**src/source/cpu_cfg.svh**
```systemverilog
`ifndef CPU_CFG_SVH
`define CPU_CFG_SVH

// Instruction memory words, one 32-bit instruction each
`define CPU_IMEM_DEPTH 256

// Stack memory words
`define CPU_STACK_DEPTH 2048

// Highest legal stack address
// A LOAD or STORE beyond it halts with a fault
`define CPU_STACK_LIMIT (`CPU_STACK_DEPTH - 1)

// Registers addressed by the low nibble of an operand
`define CPU_REG_COUNT 16

`endif

```
**src/source/sync_ram.sv**
```systemverilog
`timescale 1ns/1ps

module sync_ram #(
	parameter type payload_t = logic [15:0],
	parameter int DEPTH = 256
) (
	input  logic                     clock,
	input  logic                     write_enable,
	input  logic [$clog2(DEPTH)-1:0] address,
	input  payload_t                 write_data,
	output payload_t                 read_data
);

	payload_t memory [DEPTH];

	// One clock of read latency, old data on a write
	always_ff @(posedge clock) begin
		if (write_enable) begin
			memory[address] <= write_data;
		end
		read_data <= memory[address];
	end

endmodule
```
**config.mk**
```make
export PLATFORM = sky130hd
export DESIGN_NAME = sync_ram
export DESIGN_NICKNAME = d
export VERILOG_FILES = /design/src/source/cpu_cfg.svh /design/src/source/sync_ram.sv
export SDC_FILE = /design/constraint.sdc
export NUM_CORES = 2
export LEC_CHECK = 0
export BUFFER_PORTS_ARGS = -buffer_cell sky130_fd_sc_hd__buf_4
export CAP_MARGIN = 30
export CELL_PAD_IN_SITES_DETAIL_PLACEMENT = 0
export CELL_PAD_IN_SITES_GLOBAL_PLACEMENT = 1
export CORE_MARGIN = 2
export CORE_UTILIZATION = 50
export CTS_BUF_LIST = sky130_fd_sc_hd__clkbuf_16
export DETAILED_ROUTE_END_ITERATION = 12
export GPL_TIMING_DRIVEN = 0
export PLACE_DENSITY_LB_ADDON = 0.15
export SYNTH_ARGS = -nofsm -noshare
export SYNTH_HDL_FRONTEND = slang
export SYNTH_SLANG_ARGS = --single-unit
```
**constraint.sdc**
```tcl
create_clock -name clock -period 6.32 [get_ports clock]
set_input_delay 0 -clock clock [delete_from_list [all_inputs] [get_ports clock]]
set_output_delay 0 -clock clock [all_outputs]
set_load 0.005 [all_outputs]
```
Word level (Yosys, flattened, before mapping)
Memories as Yosys holds them, arrays and structs flattened. A register that Yosys moved wholly into a read port is not among the register bits.
Index checks and enable logic that the tools add are counted.
{ "word_totals": {"reg_bits": 0, "inputBits": 26, "wordCells": 3, "output_inout_bits": 16, "mem_count": 1, "ram_bits": 4096} }
{ "mem_list": {"columns": ["name", "depth", "word_bits", "read_ports", "rd_clocked_by_memory_dff", "write_ports", "line", "text"], "rows": [
  ["memory", 256, 16, 1, 1, 1, "sync_ram.sv:14", "payload_t memory [DEPTH];"]
]} }
{ "classes": {"muxes": 2} }
{ "op_table": {"columns": ["cell", "count"], "rows": [
  ["2-to-1 mux 1 bit", 2]
]} }

Depth between registers and ports, before layout
{ "depth": {"depth_word": 2, "ltp_mapped": 10, "mapped_depth_nobuf": 5} }

Worst setup path before layout
Ideal clock, no wire load.
{ "synth_path": {"path_type": "input -> register", "start": "input address[0]", "end": "memory memory[145][0] (netlist bit), enable pin", "required_time_ns": 5.911, "arrival_ns": 2.289, "path_slack_ns": 3.622, "path_stages": 7, "cell_sequence": "clkbuf_1 buf_6 clkbuf_1 buf_2 nand2b_1 clkbuf_1 nor3_1"} }
{ "synth_lines": {"columns": ["element", "line", "text"], "rows": [
  ["from (decl)", "sync_ram.sv:9", "input logic [$clog2(DEPTH)-1:0] address,"],
  ["to (decl)", "sync_ram.sv:14", null]
]} }
Straight into the memory's write port.

Worst setup path after layout
{ "layout_path": {"start": "input address[3]", "end": "memory memory[63][4] (netlist bit), enable pin"} }
Straight into the memory's write port.

==> impl_results.md <==
- Largest net degree at the start of global routing: 133
- IO buf count: 37
- Clock Sink Count: 4112
- RSZ-0062 raised after global routing: no
- Compound-Gate Fraction of Synth Area: 3.659%
- Synth Instances: 6727
- Synth Area in Simple Gates: 0.9074%
- Final hold slack: 0.02478 ns
- CP Launch Type: primary input
- Hold crit path type: in2reg
- Most common cell after layout, fill and taps aside: edfxtp_1
- Drt pass-1 iters: 8
- Max-slew headroom: 24.10%
- Cell depth of the worst flop-to-flop path: 5
- Final Core Density: 58.66%
- Leading area contributor after synthesis: edfxtp_1
- Syn Nets: 6753
- Hold EP: memory[158][4]
- Synth Area in Adders: 0%
- Clock-pin slew of the registers on the worst-case setup and hold paths: 0.05 ns
- Seq/Total Area, Yosys: 79.36%
- Setup bufs post-CTS: 0
- Synth top area share: 79.15%
- Worst EP arrival: 5.21 ns
- Worst r2r dst: read_data[12]
- Setup TNS: 0 ns
- Vias in the first global route: 77250
- Clk_lat worst skew: 0.98 ns
- Leak: 56.05 nW
- Total track usage: 28.40%
- Initial cell density of the core: 50.27%
- WHS Path Cells: 2
- Syn Area/Cell: 23.10 um^2
- Maximum clock rate: 219.7 MHz
- Status: completed
- Initial antenna violation count: 26
- Most frequent cells in the layout: 4096 x edfxtp_1, 1024 x mux4_2, 512 x a22oi_1
- Routability cong.: 0.9219
- Wire length per cell: 37.16 um
- Fin crit share: 72.03%
- Fin. max-slew vios: 0
- H-Tree Depth: 5
- Vias: 77820
- TritonCTS buffer count: 421
- Final hold vios: 0
- Top post-synthesis cells by area: edfxtp_1 79%, mux4_2 15%, a22oi_1 2.5%
- Post-synthesis xor/xnor area fraction: 0%
- Pre-CTS WS: 0.7644 ns
- GRT Residual Overflow: 0
- Drt via density: 6.460
- DIE WIDTH: 561.5 um
- ANT nets after route: 0
- Area Growth Syn to Fin: 16.69%
- Core ar.: 309100 um^2
- Critical Path End Type: flip-flop
- Number of core rows: 204
- First-pass GRT wire length: 615800 um
- Routed WL: 447600 um
- Cell Area, Synth: 155400 um^2
- Hold Crit Start: write_data[4]
- Synth warn: 0
- Critical setup path kind: in2reg
- DP HPWL: 298600 um
- Crit path required time: 6.97 ns
- RR Startpoint: memory[62][12]
- Setup ws final: 1.768 ns
- Slew at the pin closest to its max-slew limit: 1.126 ns
- Root Buffer: clkbuf_16
- Share of cells above drive strength 1: 30.82%
- Mux cell area share after synthesis: 14.84%
- Clk buf depth: 4
- Die Area: 315300 um^2
- Synth cell types: 22
- R2R Setup Slk: 2.81 ns
- CP max FO: 10
- Register bit total from synthesis: 4112
- Fillers: 22040
- Period minus WS final: 4.552 ns
- Nets: 7578
- DRT iter0 DRCs: 11120
- Max-cap violations: 0
- Worst vdd ir: 275.9 uV
- Die height: 561.5 um
- Final Skew: 0.07383 ns
- Largest family of logic cells by synthesized area: multiplexers
- Setup violations, final: 0
- TritonCTS clock tree: built
- I/O Pins: 42
- PD cells: 318.6 nW/um^2
- Detailed-route DRC error count: 0
-- what timing repair did --
item	CTS	global route
hold endpoints to repair	2926	0
endpoints found under the setup margin	0	0
resized for setup	0	0
hold buffers	30	0
-- power breakdown --
group	leakage, nW	switching [mW]	internal (mW)	total, mW
clock network	7.00	10.6	14.1	24.7
logic	12.1	1.99	0.963	2.95
registers	36.9	0.0369	30.1	30.1
-- how the worst max path moves through the flow --
stage / startpoint / endpoint / slack, ns
after floorplan: address[0] / memory[145][0] / 3.62
after global placement: address[3] / memory[191][8] / -2.30
after detailed placement: address[3] / memory[228][13] / 0.76
after CTS: address[3] / memory[223][14] / 1.79
after global routing: address[3] / memory[228][5] / 1.90
final: address[3] / memory[63][4] / 1.77
-- cell usage after synthesis (all sizes together) --
library cell	n
nand2b	6
or3	1
nor3	30
or2	2
nor2b	7
clkbuf	249
dfxtp	16
mux4	1024
edfxtp	4096
buf	171
a22oi	512
nand2	28
a21oi	256
o41ai	64
inv	1
and2	3
nand4	16
nand3	13
nor2	232
-- metrics by stage --
step	total power, mW	instance area, um^2	instances
after floorplan	31.95	155400	6727
after global placement	33.44	160800	10880
after detailed placement	33.60	167100	11210
after CTS	58.02	181200	12020
after global routing	59.19	181300	12040
final	57.78	181300	12050
-- sequential cells by signal, summed over array words and instances (netlist names) --
name,count
read_data,16
memory,4096
-- logic make-up (layout without fill, tap and decap cells) --
kind of cell,after synthesis,in the layout
AND/OR/NAND/NOR,338,338
AO/OA/AOI/OAI,832,832
other,0,12
flip-flops,4112,4112
buffers and inverters,421,1608
multiplexers,1024,1024
-- per-layer routing --
layer  share of wire (%)  vias up  global-route usage [%]
met5               0.020        -                       0
met4                 4.0       12                   10.66
met3                 9.2      667                   5.278
met2                  47     4113                   43.52
met1                  40    42260                   41.14
li1                    -    30760                       -
-- critical path, stage by stage --
cell and delay (ns):
clkbuf_1 0.66, and2_1 0.22, clkbuf_1 0.30, clkbuf_2 0.69
clkbuf_1 0.69, nand2_1 0.87, clkbuf_4 0.80, nor2_2 0.60
buf_8 0.23
-- final cells by class --
type | count | area [um^2] | share of cell area [%]
antenna | 12 | 30.03 | 0.01656
buffer | 420 | 1963 | 1.083
clock buffer | 425 | 10640 | 5.865
clock inverter | 360 | 3136 | 1.729
inverter | 1 | 3.754 | 0.002070
multi-input combinational | 2194 | 31030 | 17.11
sequential | 4112 | 123300 | 68.01
tap | 4120 | 5155 | 2.843
timing repair buffer | 402 | 6055 | 3.339
Note: power is estimated with default switching activity, not from simulation.
