$ cat src/source/cpu_cfg.svh
`ifndef CPU_CFG_SVH
`define CPU_CFG_SVH

// Instruction memory words, one 32-bit instruction each
`define CPU_IMEM_DEPTH 256

// Stack memory words
`define CPU_STACK_DEPTH 2048

// Highest legal stack address
// A LOAD or STORE beyond it halts with a fault
`define CPU_STACK_LIMIT (`CPU_STACK_DEPTH - 1)

// Registers addressed by the low nibble of an operand
`define CPU_REG_COUNT 16

`endif

$ cat src/source/machine_pkg.sv
package machine_pkg;

	// Registers and stack hold signed words
	typedef logic signed [15:0] word_t;

	// Shared by the program counter and the stack pointer
	typedef logic [15:0] pc_t;

	typedef logic [3:0] reg_index_t;

	typedef logic [10:0] stack_addr_t;

	typedef enum logic [2:0] {
		IDLE,
		FETCH,      // pc on the instruction RAM
		LATCH,      // RAM data into the instruction register
		EXECUTE,
		STACK_WAIT, // Stack RAM read latency
		HALTED
	} cpu_state_t;

endpackage

$ cat src/source/register_file.sv
`timescale 1ns/1ps
`include "cpu_cfg.svh"

module register_file (
	input  logic                    clock,
	input  logic                    write_enable,
	input  machine_pkg::reg_index_t write_index,
	input  machine_pkg::word_t      write_value,
	input  machine_pkg::reg_index_t index_a,
	input  machine_pkg::reg_index_t index_b,
	input  machine_pkg::reg_index_t index_c,
	output machine_pkg::word_t      read_a,
	output machine_pkg::word_t      read_b,
	output machine_pkg::word_t      read_c
);

	import machine_pkg::*;

	word_t registers [`CPU_REG_COUNT];

	always_ff @(posedge clock) begin
		if (write_enable) begin
			registers[write_index] <= write_value;
		end
	end

	// Combinational reads for the execute cycle
	assign read_a = registers[index_a];
	assign read_b = registers[index_b];
	assign read_c = registers[index_c];

endmodule

$ cat config.mk
export PLATFORM = sky130hd
export DESIGN_NAME = register_file
export DESIGN_NICKNAME = d
export VERILOG_FILES = /design/src/source/machine_pkg.sv /design/src/source/register_file.sv
export VERILOG_INCLUDE_DIRS = /design/src /design/src/source
export SDC_FILE = /design/constraint.sdc
export NUM_CORES = 1
export LEC_CHECK = 0
export BUFFER_PORTS_ARGS = -buffer_cell sky130_fd_sc_hd__buf_2
export CELL_PAD_IN_SITES_DETAIL_PLACEMENT = 1
export CELL_PAD_IN_SITES_GLOBAL_PLACEMENT = 1
export CORE_MARGIN = 5
export CORE_UTILIZATION = 40
export CTS_BUF_LIST = sky130_fd_sc_hd__clkbuf_8
export CTS_CLUSTER_DIAMETER = 150
export DETAILED_ROUTE_END_ITERATION = 10
export GPL_ROUTABILITY_DRIVEN = 0
export GPL_TIMING_DRIVEN = 0
export HOLD_SLACK_MARGIN = 0.1
export PLACE_DENSITY = 0.59
export SLEW_MARGIN = 20
export SYNTH_ARGS = -nofsm -noshare
export SYNTH_HDL_FRONTEND = slang
export SYNTH_SLANG_ARGS = --single-unit
$ cat constraint.sdc
create_clock -name clock -period 2.9 [get_ports clock]
set_clock_uncertainty 0.05 [all_clocks]
set_input_delay 0.145 -clock clock [delete_from_list [all_inputs] [get_ports clock]]
set_output_delay 0.145 -clock clock [all_outputs]
set_load 0.02 [all_outputs]
Word-level counts from Yosys, hierarchy flattened
Memories as Yosys holds them, arrays and structs flattened.
Index checks and enable logic that the tools add are counted.
{ "word_totals": {"out_inout_bits": 48, "reg_bits": 0, "ramBits": 256, "elab_cells": 3, "mem_count": 1} }
{ "mem_list": {"columns": ["name", "depth", "width", "rd", "rd_clocked_by_memory_dff", "write_ports", "line_no", "rtl"], "rows": [
  ["registers", 16, 16, 3, 0, 1, "register_file.sv:19", "word_t registers [`CPU_REG_COUNT];"]
]} }
{ "classes": {"mux": 2} }
{ "op_table": {"columns": ["op", "n"], "rows": [
  ["$mux 1", 2]
]} }

Logic depth before layout (Yosys ltp)
{ "logic_depth": {"depth_word": 2, "ltp_mapped": 5} }

Worst setup path before layout
No wires, ideal clock.
{ "synth_timing": {"kind": "in2reg", "start": "input port write_index[2]", "end": "memory registers[0][0] (netlist bit) (enable)", "path_stages": 2, "path_buffers": 0, "t_required_ns": 2.441, "arrival_ns": 1.791, "setup_slack_ns": 0.650, "setup_ns": 0.409, "path_cell_list": "or3b_2 nor3_1"} }
{ "synth_rtl": {"columns": ["item", "line_no", "rtl"], "rows": [
  ["start: declaration", "register_file.sv:7", "input machine_pkg::reg_index_t write_index,"],
  ["end: declaration", "register_file.sv:19", null]
]} }
Straight into the memory's write port.

Final worst setup path
{ "layout_timing": {"start": "input port index_b[2]", "end": "output port read_b[10]"} }
{ "layout_between": {"elab_chain_cells": 1} }
{ "layout_rtl": {"columns": ["item", "line_no", "rtl"], "rows": [
  ["start: declaration", "register_file.sv:10", "input machine_pkg::reg_index_t index_b,"],
  ["$mem_v2 16x16", null, null],
  ["end: declaration", "register_file.sv:13", "output machine_pkg::word_t read_b,"]
]} }
No other way between the ends.

==> results.yml <==
status:
  status: "completed"
finish:
  fin_util_pct: 47.1
  regMostFlops: "registers"
  area_growth_pct: 16.3
  final_area_mm2: 0.0158
  drive_gt1_share_pct: 39.4
  reg.largest.list: "registers (256)"
  diodes: 0
  nets: 879
  largest_register_ffs: 256
route:
  drtIter0Drc: 777
  routed-wl-met3_um: 2640
  met1Wirelength_um: 18300
  wirelength_um: 45600
  vias_per_cell: 6.49
  met2_length_um: 23200
  num_vias: 8563
  wl_per_cell_um: 34.5
  route.detailed.drc: 0
  routed.top_layer: "met4"
  drt_pass1_iterations: 5
  ant_nets: 0
setup_path:
  critPathTopFamily: "buffers and inverters"
  end_kind: "output port"
  crit_path_cell_trace: "buf_2 > nor2_1 > clkbuf_1 > a22oi_1 > nand2_1 > buf_2"
  worstPathRequired_ns: 2.71
  cp_num_cells: 6
  critPathArrivalTime_ns: 2.50
  crit_buf_inv: 3
  path_max_fanout: 10
  crit_slowest_cell: "clkbuf_1"
  crit_top_cell: "buf_2"
  critPathKind: "input port to output port"
  cp-start-kind: "input port"
  critical_path.max_stage_delay_ns: 0.78
cts:
  cts_buffer_depth: 3
  cts_tree: "done"
  cts_buffers: 47
  cts_root_buf: "clkbuf_8"
  cts.sinks: 256
  cts_setup_buffers: 0
  htree_levels: 2
  clkTransAtPathRegs_ns: 0.06
die:
  die_area_mm2: 0.0378
  die_y_um: 194
  start_util_pct: 40.5
  core.rowCount: 67
  core-area_mm2: 0.0335
  num_io_pins: 82
  dieWidth_um: 194
yosys:
  synth_seq_cells: 256
  seq_area_frac_synth_pct: 56.6
  syn_inst: 690
  ys_types: 18
  synthFlopType: "edfxtp_1"
  syn_area_mm2: 0.0136
  syn_area_per_cell_um2: 19.7
  synth_nets: 724
  synth_most_common_cell: "edfxtp_1"
  synth_top_area_share_pct: 56.6
  synth_largest_area_cell: "edfxtp_1"
  synth_warnings: 0
  synth_area_leaders: "edfxtp_1 57%, mux4_2 26%, mux4_1 6.8%"
  ys_top_cells_by_count: "256 x edfxtp_1, 157 x mux4_2, 96 x a22oi_1"
  synthArstFlopShare_pct: 0
  synth-edff-count: 256
grt:
  grt_max_degree: 17
  overflow: 0
  grt_pass1_wl_um: 65300
  antenna_found_initial: 0
  grtUsageTotal_pct: 23.8
  grt_pass1_vias: 9514
placement:
  place_hpwl_um: 31000
  dp_slack_ns: 0.214
  io_buffers: 75
  post_dp_cell_area_mm2: 0.0148
sta:
  hold_viol: 0
  rsz0062_at_grt: "no"
  fin_ws_ns: 0.207
  tightestPinTransition_ns: 1.05
  slew_violations: 0
  finalCritPeriodShare_pct: 92.9
  timing.slew.headroom_pct: 30.0
  whs_ns: 0.215
  fin_crit_ns: 2.69
  fmax_mhz: 371
  setup_viol: 0
pwr:
  power.density_mw_per_mm2: 540
  vdd_drop_max_mv: 0.306
  power.total_mw: 8.54
  power.leakage_nw: 5.23
hold_path:
  whs_path_depth: 3
  hp-class: "input port to flip-flop"
job:
  max-cap-violations: 0
[metrics by stage]
stage	setup TNS (ns)	std cells
CTS	0	1320
global route	0	1320
floorplan	0	690
global placement	-52.91	1213
finish	0	1320
detailed placement	0	1225
[tightest hold or removal path, delay by kind of cell]
kind	cells	cell delay, ns
buf+inv	1	0.10
simple gates	2	0.39
[layout by cell type, fill, tap and decap left out, types with 3 or more instances in the layout]
master / count
a22oi_1: 96
and2_1: 3
buf_1: 10
buf_16: 3
buf_2: 80
buf_4: 16
buf_6: 14
clkbuf_1: 27
clkbuf_8: 47
clkinv_1: 12
clkinv_2: 7
dlygate4sd3_1: 19
edfxtp_1: 256
inv_1: 7
mux4_1: 35
mux4_2: 157
nand2_1: 49
nor2_1: 3
nor2_4: 12
nor2b_1: 6
nor3_2: 4
[cells by family (layout without fill, tap and decap cells)]
logic type             after synthesis  count (layout)  share of synthesized area (%)
flip-flops                         256             256                           56.6
multiplexers                       192             192                           32.8
AO/OA/AOI/OAI                       96              96                           5.30
AND/OR/NAND/NOR                     83              83                           2.63
buffers and inverters               63             245                           2.70
[where the power goes]
part / switching (mW) / leakage [nW] / total (mW) / internal (mW)
Sequential: 0.0448 / 2.31 / 4.20 / 4.15
Combinational: 0.692 / 2.47 / 1.17 / 0.480
Clock: 1.50 / 0.450 / 3.17 / 1.67
[area by class of cell]
type | instances | area (um^2)
Buffer | 63 | 367
Tap cell | 448 | 561
Fill cell | 3166 | 17700
Clock buffer | 47 | 647
Multi-Input combinational cell | 371 | 5640
Sequential cell | 256 | 7690
Clock inverter | 29 | 174
Timing Repair Buffer | 106 | 723
[metal layers]
layer | track usage, % | vias to the layer above
li1 | - | 3421
met2 | 41.1 | 402
met4 | 7.63 | 0
met1 | 31.0 | 4648
met3 | 4.05 | 92
met5 | 0 | -
[final timing paths]
| path | start | to | slack [ns] |
|---|---|---|---|
| setup / recovery | index_b[2] | read_b[10] | 0.21 |
| hold / removal | write_index[2] | registers[0][8] | 0.21 |
[timing repair]
item | in CTS | in global routing
endpoints found under the setup margin | 0 | 0
hold buffers | 19 | 0
hold endpoints to repair | 270 | 0
gates resized for setup | 0 | 0
Power figures use the tool's default switching activity.
