`src/source/cpu_cfg.svh`:
```
`ifndef CPU_CFG_SVH
`define CPU_CFG_SVH

// Instruction memory words, one 32-bit instruction each
`define CPU_IMEM_DEPTH 256

// Stack memory words
`define CPU_STACK_DEPTH 2048

// Highest legal stack address
// A LOAD or STORE beyond it halts with a fault
`define CPU_STACK_LIMIT (`CPU_STACK_DEPTH - 1)

// Registers addressed by the low nibble of an operand
`define CPU_REG_COUNT 16

`endif

```
`src/source/isa_pkg.sv`:
```
package isa_pkg;

	// Values missing from the list are rejected as unknown
	typedef enum logic [7:0] {
		OP_EOF     = 8'd0,
		OP_LOAD    = 8'd1,  // <offset hi> <offset lo> <dest>
		OP_STORE   = 8'd2,  // <src> <offset hi> <offset lo>
		OP_LITERAL = 8'd3,
		OP_INPUT   = 8'd4,
		OP_OUTPUT  = 8'd5,
		OP_ADD     = 8'd6,
		OP_SUB     = 8'd7,
		OP_MUL     = 8'd8,
		OP_BRANCH  = 8'd11,
		OP_JUMP    = 8'd12,
		OP_STACK   = 8'd13,
		OP_INC     = 8'd23,
		OP_DEC     = 8'd24,
		OP_MOV     = 8'd25,
		OP_NOT     = 8'd26,
		OP_OR      = 8'd27,
		OP_AND     = 8'd28,
		OP_EQ      = 8'd29,
		OP_LT      = 8'd30,
		OP_GT      = 8'd31
	} opcode_t;

	typedef logic [7:0] operand_t;

	// Opcode in the top byte
	typedef struct packed {
		opcode_t  opcode;
		operand_t a;
		operand_t b;
		operand_t c;
	} instruction_t;

endpackage

```
`src/source/machine_pkg.sv`:
```
package machine_pkg;

	// Registers and stack hold signed words
	typedef logic signed [15:0] word_t;

	// Shared by the program counter and the stack pointer
	typedef logic [15:0] pc_t;

	typedef logic [3:0] reg_index_t;

	typedef logic [10:0] stack_addr_t;

	typedef enum logic [2:0] {
		IDLE,
		FETCH,      // pc on the instruction RAM
		LATCH,      // RAM data into the instruction register
		EXECUTE,
		STACK_WAIT, // Stack RAM read latency
		HALTED
	} cpu_state_t;

endpackage

```
`src/source/alu.sv`:
```
`timescale 1ns/1ps

module alu (
	input  isa_pkg::opcode_t   opcode,
	input  machine_pkg::word_t operand_a,
	input  machine_pkg::word_t operand_b,
	output machine_pkg::word_t result
);

	import isa_pkg::*;
	import machine_pkg::*;

	always_comb begin
		case (opcode)
			OP_ADD: begin
				result = operand_a + operand_b;
			end
			OP_SUB: begin
				result = operand_a - operand_b;
			end
			OP_MUL: begin
				result = operand_a * operand_b; // Low 16 bits kept
			end
			OP_INC: begin
				result = operand_a + 16'sd1;
			end
			OP_DEC: begin
				result = operand_a - 16'sd1;
			end
			OP_MOV: begin
				result = operand_a;
			end
			// Truth results are 0 or 1
			OP_NOT: begin
				result = word_t'(operand_a == '0);
			end
			OP_OR: begin
				result = word_t'((operand_a != '0) || (operand_b != '0));
			end
			OP_AND: begin
				result = word_t'((operand_a != '0) && (operand_b != '0));
			end
			OP_EQ: begin
				result = word_t'(operand_a == operand_b);
			end
			OP_LT: begin
				result = word_t'(operand_a < operand_b); // Signed operands
			end
			OP_GT: begin
				result = word_t'(operand_a > operand_b);
			end
			default: begin
				result = '0;
			end
		endcase
	end

endmodule

```
`config.mk`:
```
export PLATFORM = sky130hd
export DESIGN_NAME = alu
export DESIGN_NICKNAME = d
export VERILOG_FILES = /design/src/source/cpu_cfg.svh /design/src/source/isa_pkg.sv /design/src/source/machine_pkg.sv /design/src/source/alu.sv
export SDC_FILE = /design/constraint.sdc
export NUM_CORES = 1
export LEC_CHECK = 0
export BUFFER_PORTS_ARGS = -buffer_cell sky130_fd_sc_hd__buf_2
export CORE_ASPECT_RATIO = 1.5
export CORE_MARGIN = 2
export CORE_UTILIZATION = 40
export DETAILED_ROUTE_END_ITERATION = 16
export GPL_TIMING_DRIVEN = 0
export MAX_ROUTING_LAYER = met4
export PLACE_DENSITY = 0.58
export SLEW_MARGIN = 20
export SYNTH_ARGS = -nofsm -noshare
export SYNTH_HDL_FRONTEND = slang
export SYNTH_SLANG_ARGS = --single-unit
```
`constraint.sdc`:
```
create_clock -name vclk -period 20.8
set_clock_uncertainty 0.1 [all_clocks]
set_input_delay 4.16 -clock vclk [all_inputs]
set_output_delay 4.16 -clock vclk [all_outputs]
set_load 0.05 [all_outputs]
```
; ---- Word-level counts from Yosys, hierarchy flattened
; Cells that the tools add are included.
[totals]
register_bits = 0
input_bits = 40
output_inout_bits = 16
wordCells = 26
[op_classes]
n_addsub = 4
multipliers = 1
n_lt_le_gt_ge = 2
eq_ne = 13
muxes = 1
n_reduce_logical = 5
[ops]
columns = operator, n
row1 = $pmux W16 S12, 1
row2 = $eq A8 B5 Y1 const B, 9
row3 = $reduce_bool A16 Y1, 2
row4 = $add A16 B16 Y16, 1
row5 = $add A16 B2 Y16 const B, 1
row6 = $eq A16 B16 Y1, 1
row7 = $eq A8 B3 Y1 const B, 2
row8 = $gt A16 B16 Y1, 1
row9 = $logic_not A16 Y1, 1
row10 = $lt A16 B16 Y1, 1
row11 = $mul A16 B16 Y16, 1
row12 = $sub A16 B16 Y16, 1
row13 = $sub A16 B2 Y16 const B, 1
row14 = $eq A8 B4 Y1 const B, 1
row15 = $logic_and A1 B1 Y1, 1
row16 = $logic_or A1 B1 Y1, 1

; ---- Depth between registers and ports, before layout
; Gate-level depths: netlist (run 1).
[depth]
depth_word = 3
ltp_mapped = 24
depth_no_buf = 23

; ---- Least setup slack after synthesis (run 1)
; OpenSTA, ideal clock, no wires.
[synth_path]
path_type = in2out
from = in operand_b[1]
to = out result[15]
arrival_ns = 9.337
required_time_ns = 16.540
slack_ns = 7.203
cell_stages = 17
path_buffers = 1
cell_sequence = clkbuf_1 nand2_1 fa_1 fa_1 inv_1 fa_1 fa_1 fa_1 inv_1 fa_1 inv_1 ha_1 or3_1 o21ai_0 a21oi_1 xnor2_1 o221ai_1
[synth_between]
elab_chain_cells = 2
word_cells_on_any_way = 4
cone_classes = add/sub: 2 / mul: 1 / mux: 1
[synth_rtl]
columns = element, line_no
row1 = start: declaration, alu.sv:6  ; input machine_pkg::word_t operand_b,
row2 = "$mul A16 B16 Y16, or another cell as far along", alu.sv:22  ; result = operand_a * operand_b;
row3 = $pmux W16 S12 *, alu.sv:14  ; case (opcode)
row4 = end: declaration, alu.sv:7  ; output machine_pkg::word_t result
; Mark *: on every way between the ends. The rest lies on a longest branch, timed or not.

; ---- Worst setup path after layout (run 1)
[layout_path]
from = in operand_a[5]
to = out result[14]
[layout_between]
elab_chain_cells = 2
word_cells_on_any_way = 6
cone_classes = add/sub: 4 / mul: 1 / mux: 1
[layout_rtl]
columns = element, line_no
row1 = start: declaration, alu.sv:5  ; input machine_pkg::word_t operand_a,
row2 = "$mul A16 B16 Y16, or another cell as far along", alu.sv:22
row3 = $pmux W16 S12 *, alu.sv:14
; Marks and branches as above.

==> reports/qor.txt, run 1 <==
Run status - finished clean
Standard cell with the maximum stage delay on the critical path - clkbuf_1
Final Setup Violations - 0
Port bufs - 53
Count of yosys warnings during synthesis - 0
Top-count cell post-synth - inv_1
Synth area leaders - fa_1, ha_1, inv_1
Top cell by count, worst path - fa_1
# hold bufs at CTS - 0
Number of buffers and inverters on the critical path - 7
Total stage count of the critical path - 21
Number of diodes added for antenna fixing - 0
Share of post-route cells with drive strength above 1 - 0.0920
CLK BUF - 0
Final cell utilization of the core - 0.439
Fraction of power consumed by the clock network - 0
Count of fill cells added during filler insertion - 1,757
Final Total Pwr - 653 uW
Crit Path Category - in2out
Chain of cells forming the critical path - buf_2 > clkbuf_1 > and2_1 > fa_1 > inv_1 > fa_1 > fa_1 > fa_1 > inv_1 > fa_1 > inv_1 > fa_1 > inv_1 > ha_1 > and3_1 > a211oi_2 > o21bai_1 > a21oi_1 > mux2i_1 > a211o_1 > buf_2
Hold Crit Class - in2out
First-pass GRT wire length - 33,000 um
Standard cell core area - 0.0161 mm^2
Final sequential cell count - 0
TNS Setup - 0 ps
Routed len/inst - 18.4 um
Number of vias per cell - 5.36
Global routing usage summed across all routing layers - 0.249
Layout overhead on the synthesized area - 8.08%
Transition time of the tightest slew-check pin - 853 ps
CP Data Required Time - 16,540 ps
Power density cells - 92.3 mW/mm^2
Count of nets left with antenna violations after detail routing - 0
Vias in the first global route - 6,336
Slew headroom - 0.427
Top post-synthesis cells by count - inv_1, nand2_1, ha_1
Initial antenna violation count - 0
Netlist Area Pre-Place - 0.00655 mm^2
Category of the worst setup path capture point - output pin
Placement Setup Slack - 6360 ps
Syn nets - 1,071
Gate family responsible for the most delay along the worst path - adder cells
Synth cell types - 59
I/O pin count - 56
Comb power frac - 1.000
Row count - 57
Final critical-path required period - 14,510 ps
Net switching fraction of the power - 0.591
Post-synth top area cell - fa_1
Setup repair after global routing missed its margin - no
Fmax - 0.0689 GHz
Total congestion overflow after global routing - 0
DRC violation total after the first TritonRoute iteration - 296
Fraction of the cycle the final worst path needs - 0.697
Average cell area after synthesis - 7.72 um^2
Cell internal power dissipation - 267 uW
Cells resized by post-CTS repair - 0
Arrival time at the worst endpoint - 10,250 ps
Max-cap violations - 0
Worst hold slack across all endpoints - 8720 ps
Largest net degree at the start of global routing - 12
Synth top area share - 0.248
Initial Util - 0.406
Switching power of the nets - 386 uW
Setup ws final - 6290 ps
Maximum fanout along the worst path - 10
Reg area - 0 um^2
CP startpoint kind - input port
Max Transition Viols Final - 0
Hold Path Cell Cnt - 3
Cells after Synth - 849
Die ar. - 0.0174 mm^2
Via count - 5,944
Final hold violation count - 0
Maximum vdd drop - 0.0648 mV
Routability cong. - 0.930
Number of nets at the end of the flow - 1,126
Sequential share of power - 0
Die extent in y - 161 um
Share of synthesized area occupied by flip-flops and latches - 0
Slowest cell delay on critical path - 580 ps
Placed wire-length estimate after detailed placement - 17,100 um
Die Width - 108 um
Post-Route WL - 20,400 um
Post-CTS Setup Repair Bufs - 0
Static leakage power - 3.51 nW
First-pass detailed-route iteration total - 6
DRC violation count after routing - 0
[cell families (layout without fill, tap and decap cells)]
| family | count (synthesis) | count (layout) | synth area share |
|---|---|---|---|
| XOR/XNOR | 75 | 75 | 0.100 |
| buffers and inverters | 184 | 237 | 0.108 |
| multiplexers | 2 | 2 | 0.00382 |
| AO/OA/AOI/OAI | 144 | 144 | 0.153 |
| AND/OR/NAND/NOR | 262 | 262 | 0.194 |
| adder cells (fa/ha/maj) | 182 | 182 | 0.440 |
[routing by layer]
| layer | vias to the layer above | share of wire | track usage |
|---|---|---|---|
| met2 | 164 | 0.54 | 0.461 |
| met3 | 42 | 0.031 | 0.00446 |
| met1 | 2867 | 0.40 | 0.292 |
| li1 | 2871 | - | - |
| met5 | - | 0 | - |
| met4 | 0 | 0.034 | 0.0705 |
[through the flow]
stage               std cells  instance area, um^2
floorplan                 849                 6550
global placement         1108                 7070
detailed placement       1108                 7080
CTS                      1108                 7080
global route             1108                 7080
finish                   1108                 7080
[power by group through the flow]
stage | Clock, mW | Sequential, mW | Combinational [mW]
after floorplan | 0 | 0 | 0.466
after global placement | 0 | 0 | 0.640
after detailed placement | 0 | 0 | 0.643
after CTS | 0 | 0 | 0.651
after global routing | 0 | 0 | 0.730
final | 0 | 0 | 0.653
[layout by cell type (no fill, tap or decap), types with 19 or more instances in the layout]
cell | netlist | routed
inv_1 | 152 | 152
ha_1 | 101 | 101
and2_1 | 46 | 46
o21ai_0 | 31 | 31
fa_1 | 81 | 81
xnor2_1 | 59 | 59
a21oi_1 | 36 | 36
nand2_1 | 102 | 102
clkbuf_1 | 19 | 19
nor2_1 | 45 | 45
buf_2 | 9 | 62
[worst min-delay path, delay by kind of cell]
kind | cells | cell delay, ps
AOI/OAI and AO/OA | 1 | 170
buffers and inverters | 2 | 330
[worst paths after layout]
kind	start	to	slack, ps
worst max-delay path	operand_a[5]	result[14]	6290
worst min-delay path	opcode[3]	result[0]	8720
[layout make-up]
cell class,instances,area (um^2),share of cell area
buffer,31,136,0.0193
inverter,153,574,0.0811
multi-input combinational,665,5850,0.826
timing repair buffer,53,265,0.0375
tap,206,258,0.0364
No activity file was read; power rests on OpenSTA's default activity.
==> run 2, diff against run 1 <==
--- a/config.mk
+++ b/config.mk
@@ -5,6 +5,7 @@
 export SDC_FILE = /design/constraint.sdc
 export NUM_CORES = 1
 export LEC_CHECK = 0
+export ABC_AREA = 1
 export BUFFER_PORTS_ARGS = -buffer_cell sky130_fd_sc_hd__buf_2
 export CORE_ASPECT_RATIO = 1.5
 export CORE_MARGIN = 2
@@ -12,7 +13,7 @@
 export DETAILED_ROUTE_END_ITERATION = 16
 export GPL_TIMING_DRIVEN = 0
 export MAX_ROUTING_LAYER = met4
-export PLACE_DENSITY = 0.58
+export PLACE_DENSITY = 0.6
 export SLEW_MARGIN = 20
 export SYNTH_ARGS = -nofsm -noshare
 export SYNTH_HDL_FRONTEND = slang
==> constraint.sdc (replaced) <==
create_clock -name vclk -period 12.6
set_clock_uncertainty 0.1 [all_clocks]
set_input_delay 2.52 -clock vclk [all_inputs]
set_output_delay 2.52 -clock vclk [all_outputs]
set_load 0.05 [all_outputs]
==> reports/qor.txt, run 2 <==
Run status - finished clean
Port bufs - 52
Number of nets at the end of the flow - 1,429
Category of the worst setup path capture point - output pin
Cells after Synth - 1,153
First-pass detailed-route iteration total - 5
Die ar. - 0.0190 mm^2
Number of diodes added for antenna fixing - 0
Maximum vdd drop - 0.0704 mV
Final critical-path required period - 11,020 ps
Initial Util - 0.403
Transition time of the tightest slew-check pin - 892 ps
Max-cap violations - 0
Routability cong. - 0.968
DRC violation count after routing - 0
Die extent in y - 168 um
Setup repair after global routing missed its margin - no
First-pass GRT wire length - 37,700 um
Die Width - 113 um
Final Setup Violations - 0
Syn nets - 1,375
Netlist Area Pre-Place - 0.00717 mm^2
Top post-synthesis cells by count - nand2_1, inv_1, ha_1
Synth top area share - 0.226
Average cell area after synthesis - 6.22 um^2
Post-Route WL - 23,100 um
Row count - 60
Switching power of the nets - 604 uW
CLK BUF - 0
Arrival time at the worst endpoint - 8400 ps
Placed wire-length estimate after detailed placement - 19,800 um
Reg area - 0 um^2
I/O pin count - 56
Max Transition Viols Final - 0
Comb power frac - 1.000
Largest net degree at the start of global routing - 11
Cells resized by post-CTS repair - 0
Standard cell core area - 0.0178 mm^2
Cell internal power dissipation - 356 uW
Vias in the first global route - 7,438
Synth area leaders - fa_1, ha_1, nand2_1
Setup ws final - 1580 ps
Number of vias per cell - 5.07
Layout overhead on the synthesized area - 7.41%
Routed len/inst - 16.2 um
Fraction of the cycle the final worst path needs - 0.874
Via count - 7,208
Synth cell types - 50
Final sequential cell count - 0
Count of yosys warnings during synthesis - 0
CP Data Required Time - 9980 ps
Sequential share of power - 0
Post-CTS Setup Repair Bufs - 0
Static leakage power - 4.76 nW
Power density cells - 125 mW/mm^2
DRC violation total after the first TritonRoute iteration - 359
Total congestion overflow after global routing - 0
Commonest cells after routing, fill and taps aside - nand2_1, inv_1, ha_1
Global routing usage summed across all routing layers - 0.259
Leading cell type in the layout, fill and taps excluded - nand2_1
Crit Path Category - in2out
Slew headroom - 0.400
Final hold violation count - 0
# hold bufs at CTS - 0
Net switching fraction of the power - 0.629
Share of synthesized area occupied by flip-flops and latches - 0
Hold Crit Class - in2out
Placement Setup Slack - 1540 ps
Share of post-route cells with drive strength above 1 - 0.0722
Post-synth top area cell - fa_1
Fraction of power consumed by the clock network - 0
Fmax - 0.0908 GHz
Initial antenna violation count - 0
Count of nets left with antenna violations after detail routing - 0
Top-count cell post-synth - nand2_1
CP startpoint kind - input port
TNS Setup - 0 ps
Maximum fanout along the worst path - 10
## run 2: cell count changes in the layout (fill, tap and decap cells not counted), sizes merged, moves of 18 or more
cell   previous run  this run
nand2           102       328
xnor2            59         3
and2             46         1
inv             153       296
nand3            11        68
a21oi            37        55
## run 2: critical path, stage by stage
cell and delay [ps]:
buf_2 100, buf_6 130, clkbuf_1 480, nand2_1 180, fa_1 540, fa_1 570
inv_1 60, fa_1 480, fa_1 530, fa_1 520, inv_1 60, fa_1 490
inv_1 50, ha_1 340, inv_1 70, nor4_1 320, nand3_1 110, nand3_1 160
xor2_1 180, nand2_1 80, o2111ai_1 120, buf_2 300
## run 2: layout make-up
cell class,instances,area [um^2]
plain buffers,31,151
fillers,1982,10100
inverters,299,1130
multi-input cells,823,5890
well taps,217,272
repair buffers,52,260
## run 2: kinds of logic after synthesis
logic type | after synthesis | synth area share
XOR/XNOR | 11 | 0.0134
adder cells (fa/ha/maj) | 182 | 0.402
buffers and inverters | 330 | 0.179
AND/OR/NAND/NOR | 494 | 0.296
AO/OA/AOI/OAI | 136 | 0.109
## run 2: through the flow
| stage | area (um^2) | total power [mW] | util | hold slack (ps) | cells |
|---|---|---|---|---|---|
| 3_5_place_dp | 7700 | 0.952 | 0.433 | 5480 | 1422 |
| 5_1_grt | 7700 | 1.13 | 0.433 | 5480 | 1422 |
| 6_report | 7700 | 0.960 | 0.433 | 5460 | 1422 |
| 3_3_place_gp | 7700 | 0.951 | 0.433 | 5480 | 1422 |
| 2_1_floorplan | 7170 | 0.716 | - | 5350 | 1153 |
| 4_1_cts | 7700 | 0.965 | 0.433 | 5470 | 1422 |
## run 2: power by group through the flow
| stage | Combinational, mW | Clock (mW) | Sequential [mW] |
|---|---|---|---|
| global route | 1.13 | 0 | 0 |
| floorplan | 0.716 | 0 | 0 |
| detailed placement | 0.952 | 0 | 0 |
| CTS | 0.965 | 0 | 0 |
| finish | 0.960 | 0 | 0 |
| global placement | 0.951 | 0 | 0 |
## run 2: final timing paths
path                      start    endpoint  depth (start not counted)
setup / recovery   operand_b[1]  result[14]                         22
hold / removal    operand_a[15]  result[15]                          4
## run 2: routing by layer
layer,routed length [um],GRT usage
met1,8670,0.277
met2,12600,0.500
met3,624,0.00540
met4,1180,0.0970
met5,0,-
